## config.mk

```make
export PLATFORM = sky130hd
export DESIGN_NAME = sd_ctrl_top
export DESIGN_NICKNAME = d
export VERILOG_FILES = /design/src/source/sd_pkg.sv /design/src/source/sd_clk_gen.sv /design/src/source/sd_crc7.sv /design/src/source/sd_cmd_trx.sv /design/src/source/sd_init_fsm.sv /design/src/source/sd_ctrl_top.sv
export SDC_FILE = /design/constraint.sdc
export NUM_CORES = 1
export LEC_CHECK = 0
export BUFFER_PORTS_ARGS = -buffer_cell sky130_fd_sc_hd__buf_2
export CORE_MARGIN = 5
export CORE_UTILIZATION = 40
export DETAILED_ROUTE_END_ITERATION = 7
export PLACE_DENSITY_LB_ADDON = 0.08
export SYNTH_ARGS = -nofsm -noshare
export SYNTH_HDL_FRONTEND = slang
export SYNTH_SLANG_ARGS = --single-unit
export TNS_END_PERCENT = 30
```

## constraint.sdc

```tcl
create_clock -name i_clk -period 3.1 [get_ports i_clk]
set_input_delay 0 -clock i_clk [delete_from_list [all_inputs] [get_ports i_clk]]
set_output_delay 0 -clock i_clk [all_outputs]
set_load 0.005 [all_outputs]
```

## src/source/sd_pkg.sv

```systemverilog
// SD card controller definitions
package sd_pkg;

    // Command indices used during card bring-up
    typedef enum logic [5:0] {
        CMD0   = 6'd0,
        CMD2   = 6'd2,
        CMD3   = 6'd3,
        CMD8   = 6'd8,
        ACMD41 = 6'd41,
        CMD55  = 6'd55
    } sd_cmd_e;

    // Expected response format
    typedef enum logic [2:0] {R1, R2, R3, R6, R7} sd_rsp_e;

    // Card state as seen by the host
    typedef enum logic [2:0] {
        SDSTATE_PRE_INIT,
        SDSTATE_IDLE,
        SDSTATE_READY,
        SDSTATE_IDENT,
        SDSTATE_STBY,
        SDSTATE_INA
    } sd_state_e;

    // Steps inside the idle state
    typedef enum logic [2:0] {
        IDLE_CMD0,
        IDLE_CMD8,
        IDLE_CMD55,
        IDLE_ACMD41,
        IDLE_CARD_ID
    } sd_idle_e;

    typedef enum logic [2:0] {
        SDCARD_UNKNOWN,
        SDCARD_VER1X,
        SDCARD_VER2X_SC,
        SDCARD_VER2X_HC,
        SDCARD_UNUSABLE
    } sd_type_e;

    typedef enum logic [1:0] {
        CMDERR_NONE,
        CMDERR_NO_RESPONSE,
        CMDERR_BAD_CRC,
        CMDERR_BAD_INDEX
    } sd_cmderr_e;

    typedef struct packed {
        sd_cmd_e     cmd;
        logic [31:0] arg;
        sd_rsp_e     rsp;
    } sd_cmd_req_t;

    typedef struct packed {
        logic [5:0]  index;
        // Card status, OCR, or bits 39..8 of an R2 frame
        logic [31:0] regval;
        sd_cmderr_e  err;
        // Low while the card is still busy (register bit 31)
        logic        busy_n;
        logic [1:0]  spare;
    } sd_cmd_rsp_t;

    localparam int SD_PREINIT_CLKS = 74;
    localparam int SD_CMD_BITS     = 48;
    localparam int SD_R2_BITS      = 136;

endpackage

```

## src/source/sd_clk_gen.sv

```systemverilog
// SD clock divider
`timescale 1ns/1ps

module sd_clk_gen #(
    parameter int CLK_DIV = 2
) (
    input  logic i_clk,
    input  logic i_nrst,
    output logic o_sclk,
    output logic o_sclk_rise,
    output logic o_sclk_fall
);

    localparam int CW = (CLK_DIV > 1) ? $clog2(CLK_DIV) : 1;

    logic [CW-1:0] div_cnt;
    logic          half_done;

    // Last i_clk cycle of the current half period
    assign half_done = (div_cnt == CW'(CLK_DIV - 1));

    // Strobes mark the cycle whose closing edge moves o_sclk
    assign o_sclk_rise = half_done && !o_sclk;
    assign o_sclk_fall = half_done && o_sclk;

    always_ff @(posedge i_clk or negedge i_nrst) begin
        if (!i_nrst) begin
            div_cnt <= '0;
            o_sclk  <= 1'b0;
        end else if (half_done) begin
            div_cnt <= '0;
            o_sclk  <= ~o_sclk;
        end else begin
            div_cnt <= div_cnt + 1'b1;
        end
    end

endmodule

```

## src/source/sd_crc7.sv

```systemverilog
// CRC7 for the command line
`timescale 1ns/1ps

module sd_crc7 (
    input  logic       i_clk,
    input  logic       i_nrst,
    input  logic       i_clear,
    input  logic       i_next,
    input  logic       i_bit,
    output logic [6:0] o_crc7
);

    logic feedback;

    // Polynomial x^7 + x^3 + 1
    assign feedback = i_bit ^ o_crc7[6];

    always_ff @(posedge i_clk or negedge i_nrst) begin
        if (!i_nrst) begin
            o_crc7 <= '0;
        end else if (i_clear) begin
            o_crc7 <= '0;
        end else if (i_next) begin
            o_crc7 <= {o_crc7[5:3], o_crc7[2] ^ feedback, o_crc7[1:0], feedback};
        end
    end

endmodule

```

## src/source/sd_cmd_trx.sv

```systemverilog
// SD command line engine
`timescale 1ns/1ps

module sd_cmd_trx import sd_pkg::*; #(
    parameter int WATCHDOG = 64
) (
    input  logic        i_clk,
    input  logic        i_nrst,
    input  logic        i_sclk_rise,
    input  logic        i_sclk_fall,
    input  logic        i_req_valid,
    input  sd_cmd_req_t i_req,
    input  logic        i_cmd,
    input  logic [6:0]  i_crc7,
    output logic        o_done,
    output sd_cmd_rsp_t o_rsp,
    output logic        o_cmd,
    output logic        o_cmd_dir,
    output logic        o_crc_clear,
    output logic        o_crc_next,
    output logic        o_crc_bit
);

    localparam int WDW = $clog2(WATCHDOG + 1);

    typedef enum logic [2:0] {
        ST_IDLE,
        ST_SEND,
        ST_TURN,
        ST_WAIT,
        ST_RECV,
        ST_DONE
    } trx_state_e;

    trx_state_e     state;
    logic [7:0]     bit_cnt;
    logic [WDW-1:0] wdog;
    logic [38:0]    rx_sr;
    logic [5:0]     rx_index;
    logic [39:0]    tx_frame;
    logic           tx_bit;
    logic [7:0]     rx_last;
    logic           start_tx;
    logic           rx_end;
    logic           wd_expire;
    logic           crc_checked;
    sd_cmderr_e     rx_err;

    // Start bit, transmission bit, index and argument
    assign tx_frame = {1'b0, 1'b1, i_req.cmd, i_req.arg};

    always_comb begin
        if (bit_cnt < 8'd40) begin
            tx_bit = tx_frame[39 - bit_cnt];
        end else if (bit_cnt < 8'd47) begin
            tx_bit = i_crc7[46 - bit_cnt];
        end else begin
            tx_bit = 1'b1;
        end
    end

    assign rx_last     = (i_req.rsp == R2) ? 8'(SD_R2_BITS - 1) : 8'(SD_CMD_BITS - 1);
    assign start_tx    = (state == ST_IDLE) && i_req_valid && i_sclk_fall;
    assign rx_end      = (state == ST_RECV) && i_sclk_rise && (bit_cnt == rx_last);
    assign wd_expire   = (state == ST_WAIT) && i_sclk_rise && i_cmd &&
                         (wdog == WDW'(WATCHDOG - 1));
    assign crc_checked = (i_req.rsp == R1) || (i_req.rsp == R6) || (i_req.rsp == R7);

    // R2 and R3 carry no usable index or CRC
    always_comb begin
        if (crc_checked && (rx_sr[6:0] != i_crc7)) begin
            rx_err = CMDERR_BAD_CRC;
        end else if (crc_checked && (rx_index != i_req.cmd)) begin
            rx_err = CMDERR_BAD_INDEX;
        end else begin
            rx_err = CMDERR_NONE;
        end
    end

    // CRC covers the first 40 bits in both directions
    assign o_crc_clear = ((state == ST_IDLE) && !start_tx) || (state == ST_TURN);
    assign o_crc_next  = start_tx ||
                         ((state == ST_SEND) && i_sclk_fall && (bit_cnt < 8'd40)) ||
                         ((state == ST_WAIT) && i_sclk_rise && !i_cmd) ||
                         ((state == ST_RECV) && i_sclk_rise && (bit_cnt < 8'd40));
    assign o_crc_bit   = ((state == ST_WAIT) || (state == ST_RECV)) ? i_cmd : tx_bit;

    always_ff @(posedge i_clk or negedge i_nrst) begin
        if (!i_nrst) begin
            state     <= ST_IDLE;
            bit_cnt   <= '0;
            wdog      <= '0;
            o_done    <= 1'b0;
            o_cmd     <= 1'b1;
            o_cmd_dir <= 1'b0;
        end else begin
            case (state)
                ST_IDLE: begin
                    if (start_tx) begin
                        o_cmd   <= tx_bit;
                        bit_cnt <= 8'd1;
                        state   <= ST_SEND;
                    end
                end
                ST_SEND: begin
                    if (i_sclk_fall) begin
                        o_cmd   <= tx_bit;
                        bit_cnt <= bit_cnt + 8'd1;
                        if (bit_cnt == 8'(SD_CMD_BITS - 1)) begin
                            state <= ST_TURN;
                        end
                    end
                end
                ST_TURN: begin
                    // Release the line one SD clock after the end bit
                    if (i_sclk_fall) begin
                        o_cmd     <= 1'b1;
                        o_cmd_dir <= 1'b1;
                        wdog      <= '0;
                        bit_cnt   <= '0;
                        state     <= ST_WAIT;
                    end
                end
                ST_WAIT: begin
                    if (i_sclk_rise) begin
                        if (!i_cmd) begin
                            bit_cnt <= 8'd1;
                            state   <= ST_RECV;
                        end else if (wd_expire) begin
                            o_cmd_dir <= 1'b0;
                            o_done    <= 1'b1;
                            state     <= ST_DONE;
                        end else begin
                            wdog <= wdog + 1'b1;
                        end
                    end
                end
                ST_RECV: begin
                    if (rx_end) begin
                        o_cmd_dir <= 1'b0;
                        o_done    <= 1'b1;
                        bit_cnt   <= '0;
                        state     <= ST_DONE;
                    end else if (i_sclk_rise) begin
                        bit_cnt <= bit_cnt + 8'd1;
                    end
                end
                ST_DONE: begin
                    if (!i_req_valid) begin
                        o_done <= 1'b0;
                        state  <= ST_IDLE;
                    end
                end
                default: begin
                    state <= ST_IDLE;
                end
            endcase
        end
    end

    // Response shift register and result capture
    always_ff @(posedge i_clk) begin
        if (((state == ST_WAIT) || (state == ST_RECV)) && i_sclk_rise) begin
            rx_sr <= {rx_sr[37:0], i_cmd};
        end
        if ((state == ST_RECV) && i_sclk_rise && (bit_cnt == 8'd7)) begin
            rx_index <= {rx_sr[4:0], i_cmd};
        end
        if (rx_end) begin
            // End bit still on the line, so the register sits at 38..7
            o_rsp.index  <= rx_index;
            o_rsp.regval <= rx_sr[38:7];
            o_rsp.err    <= rx_err;
            o_rsp.busy_n <= rx_sr[38];
            o_rsp.spare  <= 2'b00;
        end else if (wd_expire) begin
            o_rsp.index  <= '0;
            o_rsp.regval <= '0;
            o_rsp.err    <= CMDERR_NO_RESPONSE;
            o_rsp.busy_n <= 1'b0;
            o_rsp.spare  <= 2'b00;
        end
    end

endmodule

```

## src/source/sd_init_fsm.sv

```systemverilog
// Card initialization sequencer
`timescale 1ns/1ps

module sd_init_fsm import sd_pkg::*; #(
    parameter logic [3:0] VHS           = 4'h1,
    parameter logic [7:0] CHECK_PATTERN = 8'hAA
) (
    input  logic        i_clk,
    input  logic        i_nrst,
    input  logic        i_init_req,
    input  logic        i_sclk_rise,
    input  logic        i_cmd_done,
    input  sd_cmd_rsp_t i_cmd_rsp,
    output logic        o_init_ack,
    output logic        o_cmd_req_valid,
    output sd_cmd_req_t o_cmd_req,
    output sd_state_e   o_sdstate,
    output sd_type_e    o_sdtype,
    output logic [15:0] o_rca,
    output logic [23:0] o_ocr
);

    sd_idle_e   idle_step;
    logic [6:0] clk_cnt;
    // Host capacity support sent in ACMD41
    logic       hcs;
    // Card capacity status from the last ACMD41 reply
    logic       ccs;

    always_ff @(posedge i_clk or negedge i_nrst) begin
        if (!i_nrst) begin
            o_sdstate       <= SDSTATE_PRE_INIT;
            idle_step       <= IDLE_CMD0;
            clk_cnt         <= '0;
            hcs             <= 1'b1;
            ccs             <= 1'b0;
            o_init_ack      <= 1'b0;
            o_cmd_req_valid <= 1'b0;
            o_cmd_req       <= '{cmd: CMD0, arg: 32'd0, rsp: R1};
            o_sdtype        <= SDCARD_UNKNOWN;
            o_rca           <= '0;
            o_ocr           <= 24'hFF8000;
        end else if (o_cmd_req_valid) begin
            if (i_cmd_done) begin
                o_cmd_req_valid <= 1'b0;
                if (i_cmd_rsp.err != CMDERR_NONE) begin
                    if ((o_cmd_req.cmd == CMD8) && (i_cmd_rsp.err == CMDERR_NO_RESPONSE)) begin
                        // Version 1.x card ignores CMD8
                        o_sdtype  <= SDCARD_VER1X;
                        hcs       <= 1'b0;
                        idle_step <= IDLE_CMD55;
                    end else if (o_cmd_req.cmd == CMD0) begin
                        idle_step <= IDLE_CMD0;
                    end else begin
                        o_sdstate <= SDSTATE_INA;
                        o_sdtype  <= SDCARD_UNUSABLE;
                    end
                end else begin
                    case (o_cmd_req.cmd)
                        CMD0:  idle_step <= IDLE_CMD8;
                        CMD8:  idle_step <= IDLE_CMD55;
                        CMD55: idle_step <= IDLE_ACMD41;
                        ACMD41: begin
                            o_ocr     <= i_cmd_rsp.regval[23:0];
                            ccs       <= i_cmd_rsp.regval[30];
                            idle_step <= i_cmd_rsp.busy_n ? IDLE_CARD_ID : IDLE_CMD55;
                        end
                        CMD2: o_sdstate <= SDSTATE_IDENT;
                        CMD3: begin
                            o_rca     <= i_cmd_rsp.regval[31:16];
                            o_sdstate <= SDSTATE_STBY;
                        end
                        default: o_sdstate <= SDSTATE_INA;
                    endcase
                end
            end
        end else if (!i_cmd_done) begin
            // New commands wait until the engine has dropped done
            case (o_sdstate)
                SDSTATE_PRE_INIT: begin
                    if (i_init_req && i_sclk_rise) begin
                        clk_cnt <= clk_cnt + 7'd1;
                    end
                    if (clk_cnt == 7'(SD_PREINIT_CLKS)) begin
                        clk_cnt   <= '0;
                        idle_step <= IDLE_CMD0;
                        o_sdstate <= SDSTATE_IDLE;
                    end
                end
                SDSTATE_IDLE: begin
                    case (idle_step)
                        IDLE_CMD0: begin
                            o_sdtype        <= SDCARD_UNKNOWN;
                            hcs             <= 1'b1;
                            ccs             <= 1'b0;
                            o_ocr           <= 24'hFF8000;
                            o_rca           <= '0;
                            o_cmd_req       <= '{cmd: CMD0, arg: 32'd0, rsp: R1};
                            o_cmd_req_valid <= 1'b1;
                        end
                        IDLE_CMD8: begin
                            o_cmd_req <= '{cmd: CMD8, arg: {20'd0, VHS, CHECK_PATTERN}, rsp: R7};
                            o_cmd_req_valid <= 1'b1;
                        end
                        IDLE_CMD55: begin
                            o_cmd_req       <= '{cmd: CMD55, arg: 32'd0, rsp: R1};
                            o_cmd_req_valid <= 1'b1;
                        end
                        IDLE_ACMD41: begin
                            o_cmd_req <= '{cmd: ACMD41, arg: {1'b0, hcs, 6'd0, o_ocr}, rsp: R3};
                            o_cmd_req_valid <= 1'b1;
                        end
                        IDLE_CARD_ID: begin
                            if (ccs) begin
                                o_sdtype <= SDCARD_VER2X_HC;
                            end else if (o_sdtype != SDCARD_VER1X) begin
                                o_sdtype <= SDCARD_VER2X_SC;
                            end
                            o_sdstate <= SDSTATE_READY;
                        end
                        default: idle_step <= IDLE_CMD0;
                    endcase
                end
                SDSTATE_READY: begin
                    o_cmd_req       <= '{cmd: CMD2, arg: 32'd0, rsp: R2};
                    o_cmd_req_valid <= 1'b1;
                end
                SDSTATE_IDENT: begin
                    o_cmd_req       <= '{cmd: CMD3, arg: 32'd0, rsp: R6};
                    o_cmd_req_valid <= 1'b1;
                end
                SDSTATE_STBY, SDSTATE_INA: begin
                    // Host handshake closes the sequence
                    if (i_init_req && !o_init_ack) begin
                        o_init_ack <= 1'b1;
                    end else if (!i_init_req && o_init_ack) begin
                        o_init_ack <= 1'b0;
                        o_sdstate  <= SDSTATE_PRE_INIT;
                    end
                end
                default: o_sdstate <= SDSTATE_PRE_INIT;
            endcase
        end
    end

endmodule

```

## src/source/sd_ctrl_top.sv

```systemverilog
// SD card init controller top
`timescale 1ns/1ps

module sd_ctrl_top import sd_pkg::*; #(
    parameter int         CLK_DIV       = 2,
    parameter int         WATCHDOG      = 64,
    parameter logic [3:0] VHS           = 4'h1,
    parameter logic [7:0] CHECK_PATTERN = 8'hAA
) (
    input  logic        i_clk,
    input  logic        i_nrst,
    input  logic        i_init_req,
    input  logic        i_cmd,
    output logic        o_sclk,
    output logic        o_cmd,
    output logic        o_cmd_dir,
    output logic        o_init_ack,
    output sd_state_e   o_sdstate,
    output sd_type_e    o_sdtype,
    output logic [15:0] o_rca,
    output logic [23:0] o_ocr
);

    logic        sclk_rise;
    logic        sclk_fall;
    logic        crc_clear;
    logic        crc_next;
    logic        crc_bit;
    logic [6:0]  crc7;
    logic        cmd_req_valid;
    logic        cmd_done;
    sd_cmd_req_t cmd_req;
    sd_cmd_rsp_t cmd_rsp;

    sd_clk_gen #(
        .CLK_DIV(CLK_DIV)
    ) u_clk_gen (
        .i_clk       (i_clk),
        .i_nrst      (i_nrst),
        .o_sclk      (o_sclk),
        .o_sclk_rise (sclk_rise),
        .o_sclk_fall (sclk_fall)
    );

    sd_crc7 u_crc7 (
        .i_clk   (i_clk),
        .i_nrst  (i_nrst),
        .i_clear (crc_clear),
        .i_next  (crc_next),
        .i_bit   (crc_bit),
        .o_crc7  (crc7)
    );

    sd_cmd_trx #(
        .WATCHDOG(WATCHDOG)
    ) u_cmd_trx (
        .i_clk       (i_clk),
        .i_nrst      (i_nrst),
        .i_sclk_rise (sclk_rise),
        .i_sclk_fall (sclk_fall),
        .i_req_valid (cmd_req_valid),
        .i_req       (cmd_req),
        .i_cmd       (i_cmd),
        .i_crc7      (crc7),
        .o_done      (cmd_done),
        .o_rsp       (cmd_rsp),
        .o_cmd       (o_cmd),
        .o_cmd_dir   (o_cmd_dir),
        .o_crc_clear (crc_clear),
        .o_crc_next  (crc_next),
        .o_crc_bit   (crc_bit)
    );

    sd_init_fsm #(
        .VHS           (VHS),
        .CHECK_PATTERN (CHECK_PATTERN)
    ) u_init_fsm (
        .i_clk           (i_clk),
        .i_nrst          (i_nrst),
        .i_init_req      (i_init_req),
        .i_sclk_rise     (sclk_rise),
        .i_cmd_done      (cmd_done),
        .i_cmd_rsp       (cmd_rsp),
        .o_init_ack      (o_init_ack),
        .o_cmd_req_valid (cmd_req_valid),
        .o_cmd_req       (cmd_req),
        .o_sdstate       (o_sdstate),
        .o_sdtype        (o_sdtype),
        .o_rca           (o_rca),
        .o_ocr           (o_ocr)
    );

endmodule

```

==> flow_summary.ini <==
[yosys]
synth_fa_ha_area_frac = 0.01370
synth_compound_area_frac = 0.1300
synth_top_flop_cell = dfrtp_1
synth_xor_area_frac = 0.02014
yosysWarnings = 0
avgSynthCellArea_um2 = 11.04
synth.net_count = 841
syn_inst = 827
yosys.area_share.simple = 0.1661
synth_edf_count = 79
async_flop_share = 0.6089
ys_seq_area_frac = 0.5984
synth.distinct_cells = 66
ys_ff_latch = 202
synthMuxAreaShare = 0.03426
syn_area_um2 = 9131
synth_top_family_by_area = simple AND/OR/NAND/NOR gates

[clocking]
cts_max_path_buffers = 3
clk_transition_reported_paths_ns = 0.06
postCtsSetupBuffers = 0
numCtsBuffers = 23
htreeDepth = 1
cts-root-buf = clkbuf_16
clkLatencyLatePin_ns = 0.52
holdBufCountCts = 3
cts.sinks = 202
cts_resized = 0
cts_tree = built

[timing]
slew_headroom = 0.5309
rsz0062_at_grt = no
fin_crit_ns = 2.584
finalMaxSlewViolations = 0
finalSetupViolations = 0
period_share = 0.8335
hold_violations = 0
clock.fmax_ghz = 0.3870
skew_ns = 0.01047
setup_tns_ns = 0
worst_pin_slew_ns = 0.7037

[status]
status = complete, no violations

[critical_path]
max_stage_delay_ns = 0.54
critPathTopFamily = simple AND/OR/NAND/NOR gates
rrSetupSlack_ns = 0.52
r2r_end = u_cmd_trx.bit_cnt[5]
cp.buffers_inverters = 1
r2r_start = u_cmd_trx.bit_cnt[1]
path_max_fanout = 34
cp_slowest_cell = dfrtp_1
crit_type = flop to flop
crit_path_start_kind = flop
cp-end-kind = flop
r2r.worst_path.cells = 8
path_depth = 8
required_ns = 3.49
cp_cell_sequence = ha_1, nand4_1, nor4_4, buf_4, nor2_1, o21ai_0, and2_1, nor2_1
arrival_ns = 2.97
cp_common_cell = nor2_1

[cells_and_area]
layout_commonest_cell = dfrtp_1
fin_nets = 899
most-common-layout-cells = 112 x dfrtp_1, 85 x nand2_1, 79 x edfxtp_1, 69 x o21ai_0, 62 x nor2_1
diodes = 0
layout-drive-gt1-share = 0.1563
area_delta_synth_final_pct = 15.88

[die]
start_util = 0.4045
num_rows = 55
core_area_um2 = 22570
io-pin-count = 54
die_w_um = 161.1
dieArea_um2 = 25950
die_height_um = 161.1

[power]
peakVddDrop_mv = 0.3726
p_per_area_nw_per_um2 = 536.2
p_leak_nw = 4.255
total_power_mw = 5.674

[job]
drv_cap = 0

[route]
drcViolationCount = 0
drt-total-wl_um = 21360
detail_route.iter0.violations = 424
via_per_inst = 5.368
via_count = 6372
ant_nets = 0
wire_per_inst_um = 17.99
first_pass_iters = 4

[global_routing]
gr-total-overflow = 0
grt_max_degree = 56
grt.total_usage = 0.1673
antenna_found_initial = 0
grt_pass1_vias = 6597
grt_pass1_wl_um = 35590

[place]
dp_hpwl_um = 14640
io_buffers = 53
gp_congestion = 0.8664

[min_path]
worst_hold_path_type = primary input to asynchronous set/reset pin
-- registers in the layout, summed over array words and instances (netlist names), 3 cells and up --
register              flops
u_init_fsm.o_cmd_req     33
u_cmd_trx.bit_cnt         8
u_cmd_trx.rx_index        6
u_init_fsm.o_ocr         24
u_init_fsm.o_rca         16
u_cmd_trx.state           3
u_init_fsm.idle_step      3
u_cmd_trx.wdog            7
u_cmd_trx.o_rsp          34
u_init_fsm.clk_cnt        7
u_init_fsm.o_sdtype       3
u_cmd_trx.rx_sr          39
u_crc7.o_crc7             7
u_init_fsm.o_sdstate      3
-- cells by family (layout without fill, tap and decap cells) --
logic type / after synthesis / after routing
AO/OA/AOI/OAI: 180 / 180
flip-flops: 202 / 202
adder cells (fa/ha/maj): 10 / 10
multiplexers: 27 / 27
buffers and inverters: 83 / 158
XOR/XNOR: 21 / 21
AND/OR/NAND/NOR: 304 / 304
-- cells in the mapped netlist (11+ instances only) --
cell | n | share of area
dfrtp_1 | 112 | 0.31
nand2_1 | 86 | 0.035
edfxtp_1 | 79 | 0.26
o21ai_0 | 69 | 0.038
nor2_1 | 63 | 0.026
nand3_1 | 48 | 0.026
inv_1 | 39 | 0.016
and2_1 | 37 | 0.025
clkbuf_1 | 31 | 0.013
a21oi_1 | 25 | 0.014
a22o_1 | 17 | 0.016
mux2i_1 | 16 | 0.018
xnor2_1 | 16 | 0.015
o31ai_1 | 13 | 0.011
nor2b_1 | 12 | 0.0082
dfstp_2 | 11 | 0.032
-- where the power goes --
part	leakage, nW	switching, mW	internal, mW	total [mW]
sequential	2.30	0.0228	2.78	2.80
combinational	1.58	0.0538	0.0317	0.0855
clock	0.374	1.09	1.70	2.79
total	4.26	1.16	4.51	5.67
-- worst max path at each step --
stage	start	to	slack (ns)
finish	u_cmd_trx.bit_cnt[1]	u_cmd_trx.bit_cnt[5]	0.52
detailed placement	u_cmd_trx.bit_cnt[1]	u_cmd_trx.bit_cnt[5]	0.55
CTS	u_cmd_trx.bit_cnt[1]	u_cmd_trx.bit_cnt[5]	0.52
global route	u_cmd_trx.bit_cnt[1]	u_cmd_trx.bit_cnt[6]	0.26
floorplan	u_cmd_trx.state[1]	u_cmd_trx.rx_sr[0]	0.05
global placement	u_cmd_trx.bit_cnt[0]	u_crc7.o_crc7[3]	0.63
-- layer usage --
layer / global-route usage / wire length, µm
met4: 0.04226 / 462
met5: 0 / 0
met1: 0.2378 / 10050
met3: 0.02577 / 953
met2: 0.2711 / 9891
-- through the flow --
stage                     instance area (µm²)  utilization  setup slack [ns]  hold slack, ns  std cells
after floorplan                          9131            -           0.05031         -0.2956        827
after global placement                   9764       0.4326            0.6291         0.07313       1142
after detailed placement                 9764       0.4326            0.5522         0.08786       1142
after CTS                               10580       0.4688            0.5211         0.09384       1187
after global routing                    10580       0.4688            0.2609          0.1385       1187
final                                   10580       0.4688            0.5161         0.07906       1187
-- cell type report --
cell class | instances | area [µm²]
clock buffer | 30 | 633.1
clock inverter | 12 | 153.9
fill | 2104 | 11990
inverter | 39 | 146.4
multi-input combinational | 542 | 3347
sequential | 202 | 5464
tap | 285 | 356.6
timing repair buffer | 77 | 480.5
Note: power is estimated with default switching activity, not from simulation.
